## src/rtl/fetch_defines.svh

```systemverilog
`ifndef FETCH_DEFINES_SVH
`define FETCH_DEFINES_SVH

// Datapath widths
`define FETCH_WORD_W 16
`define FETCH_ADDR_W 16

// Opcode field position inside an instruction word
`define OPCODE_MSB (`FETCH_WORD_W - 1)
`define OPCODE_W 4

// Opcodes the fetch stage has to look at
`define OP_BRANCH_GRP 4'd11 // JMP, CALL, RET, RTI
`define OP_TWO_WORD 4'd12   // LDM, LDD, STD carry an extra word

// Memory words holding the start addresses
`define VEC_RESET 0
`define VEC_INTR 1

// Cycles spent reading the return address from data memory
`define RET_WAIT_CYCLES 2

`endif

```

## src/rtl/fetch_pkg.sv

```systemverilog
`include "fetch_defines.svh"

package fetch_pkg;

    typedef logic [`FETCH_WORD_W-1:0] word_t;
    typedef logic [`FETCH_ADDR_W-1:0] addr_t;
    typedef logic [`OPCODE_W-1:0] opcode_t;  // Bits 15..12 of an instruction
    typedef logic [1:0] brx_t;               // Bits 11..10, bit 1 set for RET/RTI

    // S_WAIT and S_BRANCH are kept free for later use
    typedef enum logic [2:0] {
        S_VECTOR,
        S_FETCH1,
        S_FETCH2,
        S_WAIT,
        S_BRANCH
    } fetch_state_t;

    typedef enum logic [1:0] {
        PC_BRANCH = 2'd0, // Execute stage target
        PC_VECTOR = 2'd1, // Word read from memory
        PC_JUMP   = 2'd2, // Decode stage register
        PC_RETURN = 2'd3  // Return address from data memory
    } pc_src_t;

    typedef enum logic [1:0] {
        ADDR_PC        = 2'd0,
        ADDR_VEC_RESET = 2'd1,
        ADDR_VEC_INTR  = 2'd2
    } addr_src_t;

    // What decode receives each cycle
    typedef struct packed {
        word_t instr;
        word_t imm;
        logic  has_imm;
        logic  valid;
        logic  save_pc;
    } fetch_out_t;

endpackage

```

## src/rtl/fetch_buffer.sv

```systemverilog
`timescale 1ns/1ns
`include "fetch_defines.svh"

module fetch_buffer (
    input  logic                  clk,
    input  logic                  reset,
    input  fetch_pkg::word_t      mem_data,
    input  logic                  capture_imm,
    input  logic                  flush,
    input  logic                  save_pc,
    input  logic                  stall_in,
    output fetch_pkg::fetch_out_t fetch_out,
    output fetch_pkg::opcode_t    opcode,
    output fetch_pkg::brx_t       brx
);

    fetch_pkg::word_t instr;
    fetch_pkg::word_t imm;
    logic has_imm;
    logic valid;
    logic save_pc_q;

    always_ff @(posedge clk or negedge reset) begin
        if (!reset) begin
            instr     <= '0;
            has_imm   <= 1'b0;
            valid     <= 1'b0;
            save_pc_q <= 1'b0;
        end else if (!stall_in) begin
            save_pc_q <= save_pc;
            if (flush) begin
                instr   <= '0;  // Dropped slot reads as opcode 0
                has_imm <= 1'b0;
                valid   <= 1'b0;
            end else if (capture_imm) begin
                has_imm <= 1'b1;
                valid   <= 1'b1;
            end else begin
                instr   <= mem_data;
                has_imm <= 1'b0;
                // A two-word instruction waits for its immediate
                valid   <= (mem_data[`OPCODE_MSB -: `OPCODE_W] != `OP_TWO_WORD);
            end
        end
    end

    always_ff @(posedge clk) begin
        if (!stall_in && capture_imm) begin
            imm <= mem_data;
        end
    end

    assign opcode = instr[`OPCODE_MSB -: `OPCODE_W];
    assign brx    = instr[`OPCODE_MSB-`OPCODE_W -: 2];

    assign fetch_out = '{instr: instr, imm: imm, has_imm: has_imm,
                         valid: valid, save_pc: save_pc_q};

endmodule

```

## src/rtl/fetch_ctrl.sv

```systemverilog
`timescale 1ns/1ns
`include "fetch_defines.svh"

module fetch_ctrl (
    input  logic                clk,
    input  logic                reset,
    input  logic                intr,
    input  logic                stall_in,
    input  fetch_pkg::opcode_t  opcode,
    input  fetch_pkg::brx_t     brx,
    input  logic                branch_taken,
    input  logic                bypass_decode_done,
    input  logic                wait_done,
    output logic                pc_en,
    output logic                pc_load,
    output fetch_pkg::pc_src_t  pc_src,
    output fetch_pkg::addr_src_t addr_src,
    output logic                stall,
    output logic                flush_next,
    output logic                flush,       // Drop the word captured this cycle
    output logic                count_en,
    output logic                count_clr,
    output logic                capture_imm,
    output logic                save_pc,
    output logic                int_clr
);

    fetch_pkg::fetch_state_t state;
    fetch_pkg::fetch_state_t next_state;
    logic vec_intr;       // Current vector cycle serves an interrupt
    logic pc_was_loaded;  // PC took a new value at the last edge
    logic ret_busy;
    logic ret_busy_next;
    logic jmp_busy;
    logic jmp_busy_next;
    logic intr_take;
    logic is_ret;
    logic is_jmp;
    logic two_word;

    // An interrupt is taken once; the vector cycle itself ignores it
    assign intr_take = intr && !(state == fetch_pkg::S_VECTOR && vec_intr);

    // A flushed slot holds opcode 0, so busy flags carry the sequence on
    assign is_ret = ret_busy || (opcode == `OP_BRANCH_GRP && brx[1]);
    assign is_jmp = jmp_busy || (opcode == `OP_BRANCH_GRP && !brx[1]);
    assign two_word = (opcode == `OP_TWO_WORD);

    always_ff @(posedge clk or negedge reset) begin
        if (!reset) begin
            state         <= fetch_pkg::S_VECTOR;
            vec_intr      <= 1'b0;
            pc_was_loaded <= 1'b1;
            ret_busy      <= 1'b0;
            jmp_busy      <= 1'b0;
        end else if (intr_take) begin
            state         <= fetch_pkg::S_VECTOR;
            vec_intr      <= 1'b1;
            pc_was_loaded <= 1'b1;
            ret_busy      <= 1'b0;
            jmp_busy      <= 1'b0;
        end else if (!stall_in) begin
            state         <= next_state;
            vec_intr      <= 1'b0;
            pc_was_loaded <= pc_load;
            ret_busy      <= ret_busy_next;
            jmp_busy      <= jmp_busy_next;
        end
    end

    always_comb begin
        pc_en         = 1'b0;
        pc_load       = 1'b0;
        pc_src        = fetch_pkg::PC_BRANCH;
        addr_src      = fetch_pkg::ADDR_PC;
        stall         = 1'b0;
        flush_next    = 1'b0;
        flush         = 1'b0;
        count_en      = 1'b0;
        count_clr     = 1'b0;
        capture_imm   = 1'b0;
        save_pc       = 1'b0;
        int_clr       = 1'b0;
        next_state    = state;
        ret_busy_next = ret_busy;
        jmp_busy_next = jmp_busy;

        case (state)
            fetch_pkg::S_VECTOR: begin
                pc_en         = 1'b1;
                pc_load       = 1'b1;
                pc_src        = fetch_pkg::PC_VECTOR;
                flush         = 1'b1;  // Vector word is not an instruction
                count_clr     = 1'b1;
                ret_busy_next = 1'b0;
                jmp_busy_next = 1'b0;
                if (vec_intr) begin
                    addr_src = fetch_pkg::ADDR_VEC_INTR;
                    save_pc  = 1'b1;
                    int_clr  = !stall_in;  // Only on the cycle that completes
                end else begin
                    addr_src = fetch_pkg::ADDR_VEC_RESET;
                end
                next_state = fetch_pkg::S_FETCH1;
            end

            fetch_pkg::S_FETCH1: begin
                if (branch_taken) begin
                    pc_en         = 1'b1;
                    pc_load       = 1'b1;
                    pc_src        = fetch_pkg::PC_BRANCH;
                    flush         = 1'b1;
                    count_clr     = 1'b1;
                    ret_busy_next = 1'b0;
                    jmp_busy_next = 1'b0;
                end else if (is_ret) begin
                    // Wait for the return address, then load it
                    flush         = 1'b1;
                    flush_next    = ret_busy;  // Not in the first wait cycle
                    ret_busy_next = 1'b1;
                    if (wait_done) begin
                        pc_en         = 1'b1;
                        pc_load       = 1'b1;
                        pc_src        = fetch_pkg::PC_RETURN;
                        count_clr     = 1'b1;
                        ret_busy_next = 1'b0;
                    end else begin
                        stall    = 1'b1;
                        count_en = 1'b1;
                    end
                end else if (is_jmp) begin
                    flush = 1'b1;
                    if (bypass_decode_done) begin
                        pc_en         = 1'b1;
                        pc_load       = 1'b1;
                        pc_src        = fetch_pkg::PC_JUMP;
                        jmp_busy_next = 1'b0;
                    end else begin
                        stall         = 1'b1;  // Register value not ready yet
                        jmp_busy_next = 1'b1;
                    end
                end else begin
                    // Right after a load the new address is read twice
                    pc_en = !pc_was_loaded;
                    flush = pc_was_loaded;
                    if (two_word) begin
                        capture_imm = 1'b1;
                        next_state  = fetch_pkg::S_FETCH2;
                    end
                end
            end

            fetch_pkg::S_FETCH2: begin
                pc_en      = 1'b1;
                next_state = fetch_pkg::S_FETCH1;
                if (branch_taken) begin
                    pc_load   = 1'b1;
                    pc_src    = fetch_pkg::PC_BRANCH;
                    flush     = 1'b1;
                    count_clr = 1'b1;
                end
            end

            default: begin
                next_state = fetch_pkg::S_VECTOR;  // Unused codes restart
            end
        endcase
    end

endmodule

```

## src/rtl/fetch_stage_top.sv

```systemverilog
`timescale 1ns/1ns

module fetch_stage_top (
    input  logic                  clk,
    input  logic                  reset,
    input  logic                  intr,
    input  logic                  stall_in,
    input  logic                  branch_taken,
    input  fetch_pkg::addr_t      branch_target,
    input  fetch_pkg::addr_t      jump_target,
    input  logic                  bypass_decode_done,
    input  fetch_pkg::addr_t      ret_addr,
    input  fetch_pkg::word_t      mem_data,
    output fetch_pkg::addr_t      mem_addr,
    output fetch_pkg::fetch_out_t fetch_out,
    output logic                  stall,
    output logic                  flush_next,
    output logic                  int_clr
);

    fetch_pkg::opcode_t   opcode;
    fetch_pkg::brx_t      brx;
    fetch_pkg::pc_src_t   pc_src;
    fetch_pkg::addr_src_t addr_src;
    logic pc_en;
    logic pc_load;
    logic flush;
    logic count_en;
    logic count_clr;
    logic wait_done;
    logic capture_imm;
    logic save_pc;

    fetch_ctrl u_ctrl (
        .clk                (clk),
        .reset              (reset),
        .intr               (intr),
        .stall_in           (stall_in),
        .opcode             (opcode),
        .brx                (brx),
        .branch_taken       (branch_taken),
        .bypass_decode_done (bypass_decode_done),
        .wait_done          (wait_done),
        .pc_en              (pc_en),
        .pc_load            (pc_load),
        .pc_src             (pc_src),
        .addr_src           (addr_src),
        .stall              (stall),
        .flush_next         (flush_next),
        .flush              (flush),
        .count_en           (count_en),
        .count_clr          (count_clr),
        .capture_imm        (capture_imm),
        .save_pc            (save_pc),
        .int_clr            (int_clr)
    );

    ret_wait_counter u_wait (
        .clk       (clk),
        .reset     (reset),
        .count_en  (count_en),
        .count_clr (count_clr),
        .stall_in  (stall_in),
        .wait_done (wait_done)
    );

    pc_unit u_pc (
        .clk           (clk),
        .reset         (reset),
        .pc_en         (pc_en),
        .pc_load       (pc_load),
        .pc_src        (pc_src),
        .addr_src      (addr_src),
        .branch_target (branch_target),
        .jump_target   (jump_target),
        .ret_addr      (ret_addr),
        .mem_data      (mem_data),
        .stall_in      (stall_in),
        .mem_addr      (mem_addr)
    );

    fetch_buffer u_buf (
        .clk         (clk),
        .reset       (reset),
        .mem_data    (mem_data),
        .capture_imm (capture_imm),
        .flush       (flush),
        .save_pc     (save_pc),
        .stall_in    (stall_in),
        .fetch_out   (fetch_out),
        .opcode      (opcode),
        .brx         (brx)
    );

endmodule

```

## src/rtl/pc_unit.sv

```systemverilog
`timescale 1ns/1ns
`include "fetch_defines.svh"

module pc_unit (
    input  logic                 clk,
    input  logic                 reset,
    input  logic                 pc_en,
    input  logic                 pc_load,
    input  fetch_pkg::pc_src_t   pc_src,
    input  fetch_pkg::addr_src_t addr_src,
    input  fetch_pkg::addr_t     branch_target,
    input  fetch_pkg::addr_t     jump_target,
    input  fetch_pkg::addr_t     ret_addr,
    input  fetch_pkg::word_t     mem_data,
    input  logic                 stall_in,
    output fetch_pkg::addr_t     mem_addr
);

    fetch_pkg::addr_t pc;
    fetch_pkg::addr_t load_val;

    always_comb begin
        case (pc_src)
            fetch_pkg::PC_BRANCH: load_val = branch_target;
            fetch_pkg::PC_VECTOR: load_val = fetch_pkg::addr_t'(mem_data);
            fetch_pkg::PC_JUMP:   load_val = jump_target;
            default:              load_val = ret_addr;
        endcase
    end

    always_ff @(posedge clk or negedge reset) begin
        if (!reset) begin
            pc <= '0;
        end else if (pc_en && !stall_in) begin
            if (pc_load) begin
                pc <= load_val;
            end else begin
                pc <= pc + 1'b1;
            end
        end
    end

    // Vector reads bypass the PC
    always_comb begin
        case (addr_src)
            fetch_pkg::ADDR_VEC_RESET: mem_addr = fetch_pkg::addr_t'(`VEC_RESET);
            fetch_pkg::ADDR_VEC_INTR:  mem_addr = fetch_pkg::addr_t'(`VEC_INTR);
            default:                   mem_addr = pc;
        endcase
    end

endmodule

```

## src/rtl/ret_wait_counter.sv

```systemverilog
`timescale 1ns/1ns
`include "fetch_defines.svh"

module ret_wait_counter (
    input  logic clk,
    input  logic reset,
    input  logic count_en,
    input  logic count_clr,
    input  logic stall_in,
    output logic wait_done
);

    logic [1:0] count;

    always_ff @(posedge clk or negedge reset) begin
        if (!reset) begin
            count <= 2'd0;
        end else if (!stall_in) begin
            if (count_clr) begin
                count <= 2'd0;
            end else if (count_en) begin
                count <= count + 2'd1;
            end
        end
    end

    // Return address is on the data bus from here
    assign wait_done = (count == 2'(`RET_WAIT_CYCLES));

endmodule

```

## config.mk

```make
export PLATFORM = sky130hd
export DESIGN_NAME = fetch_stage_top
export DESIGN_NICKNAME = d
export VERILOG_FILES = /design/src/rtl/fetch_pkg.sv /design/src/rtl/fetch_buffer.sv /design/src/rtl/fetch_ctrl.sv /design/src/rtl/fetch_stage_top.sv /design/src/rtl/pc_unit.sv /design/src/rtl/ret_wait_counter.sv
export VERILOG_INCLUDE_DIRS = /design/src /design/src/rtl
export SDC_FILE = /design/constraint.sdc
export NUM_CORES = 1
export LEC_CHECK = 0
export BUFFER_PORTS_ARGS = -buffer_cell sky130_fd_sc_hd__buf_4
export CORE_AREA = 2 2 104 106
export DETAILED_ROUTE_END_ITERATION = 8
export DIE_AREA = 0 0 106 108
export PLACE_DENSITY = 0.71
export SYNTH_ARGS = -nofsm -noshare
export SYNTH_HDL_FRONTEND = slang
export SYNTH_SLANG_ARGS = --single-unit
```

## constraint.sdc

```tcl
create_clock -name clk -period 2.3 [get_ports clk]
set_input_delay 0.115 -clock clk [delete_from_list [all_inputs] [get_ports clk]]
set_output_delay 0.115 -clock clk [all_outputs]
set_load 0.02 [all_outputs]
```

==> results.yml <==
cts:
  cts.sinks: 59
  cts_tree: "done"
  clk_pin_slew_ns: 0.08
  clk_latency_ns: 0.34
  htreeDepth: 3
  cts.path.max_buffers: 2
  cts_buffers: 9
  cts_root_buffer: "clkbuf_8"
finish:
  n_antenna_cell: 0
  final.fill_count: 972
  final_common_cell: "buf_4"
  layout_common_cells: "136 x buf_4, 61 x nand2_1, 42 x dfrtp_1"
  fin_cells: 670
  nNetsFinal: 601
  syn2layout_area_growth_pct: 45.2
  fin_util_pct: 49.8
  final_area_mm2: 0.00510
  layout-drive-gt1-share_pct: 33.0
grt:
  grt_pass1_wl_um: 18400
  grt.total_usage_pct: 20.6
  antenna_found_initial: 0
  grt_max_degree: 44
  grt_overflow_total: 0
  first_global_vias: 3537
synthesis:
  synthArstFlopShare_pct: 72.9
  synthesis.instances: 387
  avgSynthCellArea_um2: 9.07
  synth_enable_flop_cells: 16
  synth_ff_type: "dfrtp_1"
  synth_nets: 459
  ys_seq_area_share_pct: 44.4
  synth-seq-cells: 59
  synth_warnings: 0
  netlist-cell-type-count: 64
  syn_area_mm2: 0.00351
critical_path:
  endpoint_kind: "flop"
  path_max_fanout: 7
  r2r-start: "u_wait.count[0]"
  reg2reg_depth: 8
  slowest_delay_ns: 0.37
  crit_arrival_ns: 2.43
  path_cells: "inv_1, ha_1, and2_1, a311oi_4, buf_4, a31oi_2, a41oi_1, o22ai_1"
  critical_path_class: "flop to flop"
  startpoint_type: "flop"
  rr_endpoint: "u_pc.pc[7]"
  required_ns: 2.52
  r2r_setup_slack_ns: 0.1
  path_buf_inv: 2
  slowest_stage: "a311oi_4"
  cpLargestDelayFamily: "compound AO/OA/AOI/OAI gates"
floorplanning:
  start_util_pct: 34.3
  chipHeight_um: 108
  rows: 37
  ios: 124
  die_w_um: 106
  coreArea_mm2: 0.0102
  die_area_mm2: 0.0114
placement:
  numPortBuffers: 123
  placed_cell_area_mm2: 0.00464
  hpwl_um: 8740
  dp.cells: 637
  gp_congestion: 0.885
timing:
  rsz0062_at_grt: "true"
  tns_ns: 0
  fin_skew_ns: 0.0105
  relSlewSlack_pct: 57.5
  fin_crit_sh_pct: 95.8
  hold_viol_final: 0
  setup_viol: 0
  slew_viol_final: 0
  max_freq_mhz: 454
  fin_crit_ns: 2.20
  worst_pin_slew_ns: 0.637
route:
  ant_nets: 0
  dr.first_iter.drc_count: 264
  vias: 3618
  drc_errors: 0
  avgViaCountPerCell: 5.40
  wire_per_inst_um: 17.6
  wirelength_um: 11800
  drt_first_pass_iters: 4
power_and_ir_drop:
  ir_drop_mv: 0.359
  powerDensity_mw_per_mm2: 836
  p_leak_nw: 2.22
  power.total_w: 0.00426
min_path:
  min_to: "u_buf.imm[14]"
  min_from: "mem_data[14]"
  hold_depth: 1
  min_path_type: "primary input to flop"
job:
  cap_violations: 0
run_status:
  outcome: "finished, final reports clean"
==> worst max-delay path by stage <==
| stage | from | endpoint | slack (ns) | cells after the start |
|---|---|---|---|---|
| after floorplan | u_ctrl.jmp_busy | u_buf.imm[0] | 0.17 | 4 |
| after global placement | u_wait.count[0] | u_pc.pc[0] | 0.11 | 6 |
| after detailed placement | u_wait.count[0] | u_pc.pc[0] | 0.04 | 6 |
| after CTS | u_wait.count[0] | u_pc.pc[0] | 0.02 | 6 |
| after global routing | u_wait.count[0] | u_pc.pc[2] | -0.03 | 8 |
| final | u_wait.count[0] | u_pc.pc[7] | 0.1 | 8 |
==> sequential cells by signal, indices dropped and copies added (netlist names) <==
name,cells
u_buf.imm,16
u_buf.instr,16
u_pc.pc,16
u_ctrl.state,2
u_wait.count,2
u_buf.has_imm,1
u_buf.save_pc_q,1
u_buf.valid,1
u_ctrl.jmp_busy,1
u_ctrl.pc_was_loaded,1
u_ctrl.ret_busy,1
u_ctrl.vec_intr,1
==> power breakdown <==
part	total, W	switching (W)	internal, W
Combinational	0.00159	0.000892	0.000702
Clock	0.00118	0.000449	0.000728
Sequential	0.00149	0.000240	0.00125
Total	0.00426	0.00158	0.00268
==> final cells by class <==
| class | instances | area (um2) | area share, % |
|---|---|---|---|
| multi-input cells | 296 | 1850 | 36.2 |
| flip-flops and latches | 59 | 1560 | 30.6 |
| repair buffers | 156 | 1250 | 24.5 |
| well taps | 136 | 170 | 3.34 |
| clock buffers | 9 | 124 | 2.43 |
| clock inverters | 7 | 124 | 2.43 |
| inverters | 7 | 26.3 | 0.515 |
==> repair_timing <==
action,4_1_cts,5_1_grt
gates resized for setup,0,7
buffers inserted,0,0
hold buffers,17,0
endpoints found under the hold margin,58,0
setup endpoints to repair,0,12
==> synth_stat cells, types with 2 or more instances <==
cell / count / area (um2)
nor4_1: 2 / 12.5
nand2_1: 61 / 229
a21oi_1: 27 / 135
o21ai_1: 2 / 10.0
ha_1: 2 / 25.0
nor2b_1: 20 / 125
inv_1: 7 / 26.3
or3_1: 3 / 18.8
o2111ai_1: 2 / 17.5
and4_1: 2 / 17.5
a41oi_1: 3 / 26.3
o221ai_1: 12 / 105
o21ai_2: 2 / 17.5
nand3_1: 4 / 20.0
nor3_1: 4 / 20.0
buf_4: 4 / 30.0
o211ai_1: 8 / 60.1
o21bai_1: 2 / 15.0
and3_1: 6 / 37.5
edfxtp_1: 16 / 480
o22ai_1: 8 / 50.1
a21o_1: 4 / 30.0
or2_2: 5 / 31.3
xor2_1: 3 / 26.3
nor2_1: 24 / 90.1
o32ai_1: 4 / 35.0
dfrtp_1: 42 / 1050
nand3b_1: 4 / 30.0
a211o_1: 2 / 17.5
a31oi_1: 3 / 18.8
o21ai_0: 36 / 180
and2_1: 7 / 43.8
nor3b_1: 2 / 15.0
clkbuf_1: 9 / 33.8
buf_2: 11 / 55.1
nand2b_1: 3 / 18.8
mux2i_1: 2 / 20.0
o21a_1: 3 / 22.5
==> worst reg2reg max path, cell delays in order, from the launching register on <==
cell	delay (ns)
dfrtp_1	0.36
inv_1	0.06
ha_1	0.25
and2_1	0.22
a311oi_4	0.37
buf_4	0.21
a31oi_2	0.22
a41oi_1	0.29
o22ai_1	0.11
==> per-layer routing <==
metal	global-route usage [%]	vias up	routed length, um	share of wire, %
met5	0	-	0	0
met4	6.11	0	196	1.7
met3	4.52	17	834	7.1
met2	32.8	153	5460	46
met1	28.3	1734	5290	45
li1	-	1714	-	-
==> cells by family (layout without fill, tap and decap cells) <==
group | after synthesis | count (layout) | share of synthesized area [%]
and+or+nand+nor | 153 | 153 | 22.2
adders and majority gates | 2 | 2 | 0.713
xor gates and xnor gates | 4 | 4 | 0.998
DFF | 59 | 59 | 44.4
AOI/OAI and AO/OA | 135 | 135 | 26.9
muxes | 2 | 2 | 0.570
buffers and inverters | 32 | 179 | 4.28
==> through the flow <==
| step | setup WS, ns | hold slack (ns) |
|---|---|---|
| after CTS | 0.0169 | 0.00432 |
| after detailed placement | 0.0392 | 0.165 |
| final | 0.0960 | 0.0195 |
| after global placement | 0.111 | 0.159 |
| after global routing | -0.0297 | 0.00518 |
| after floorplan | 0.175 | -0.181 |
Power figures use the tool's default switching activity.
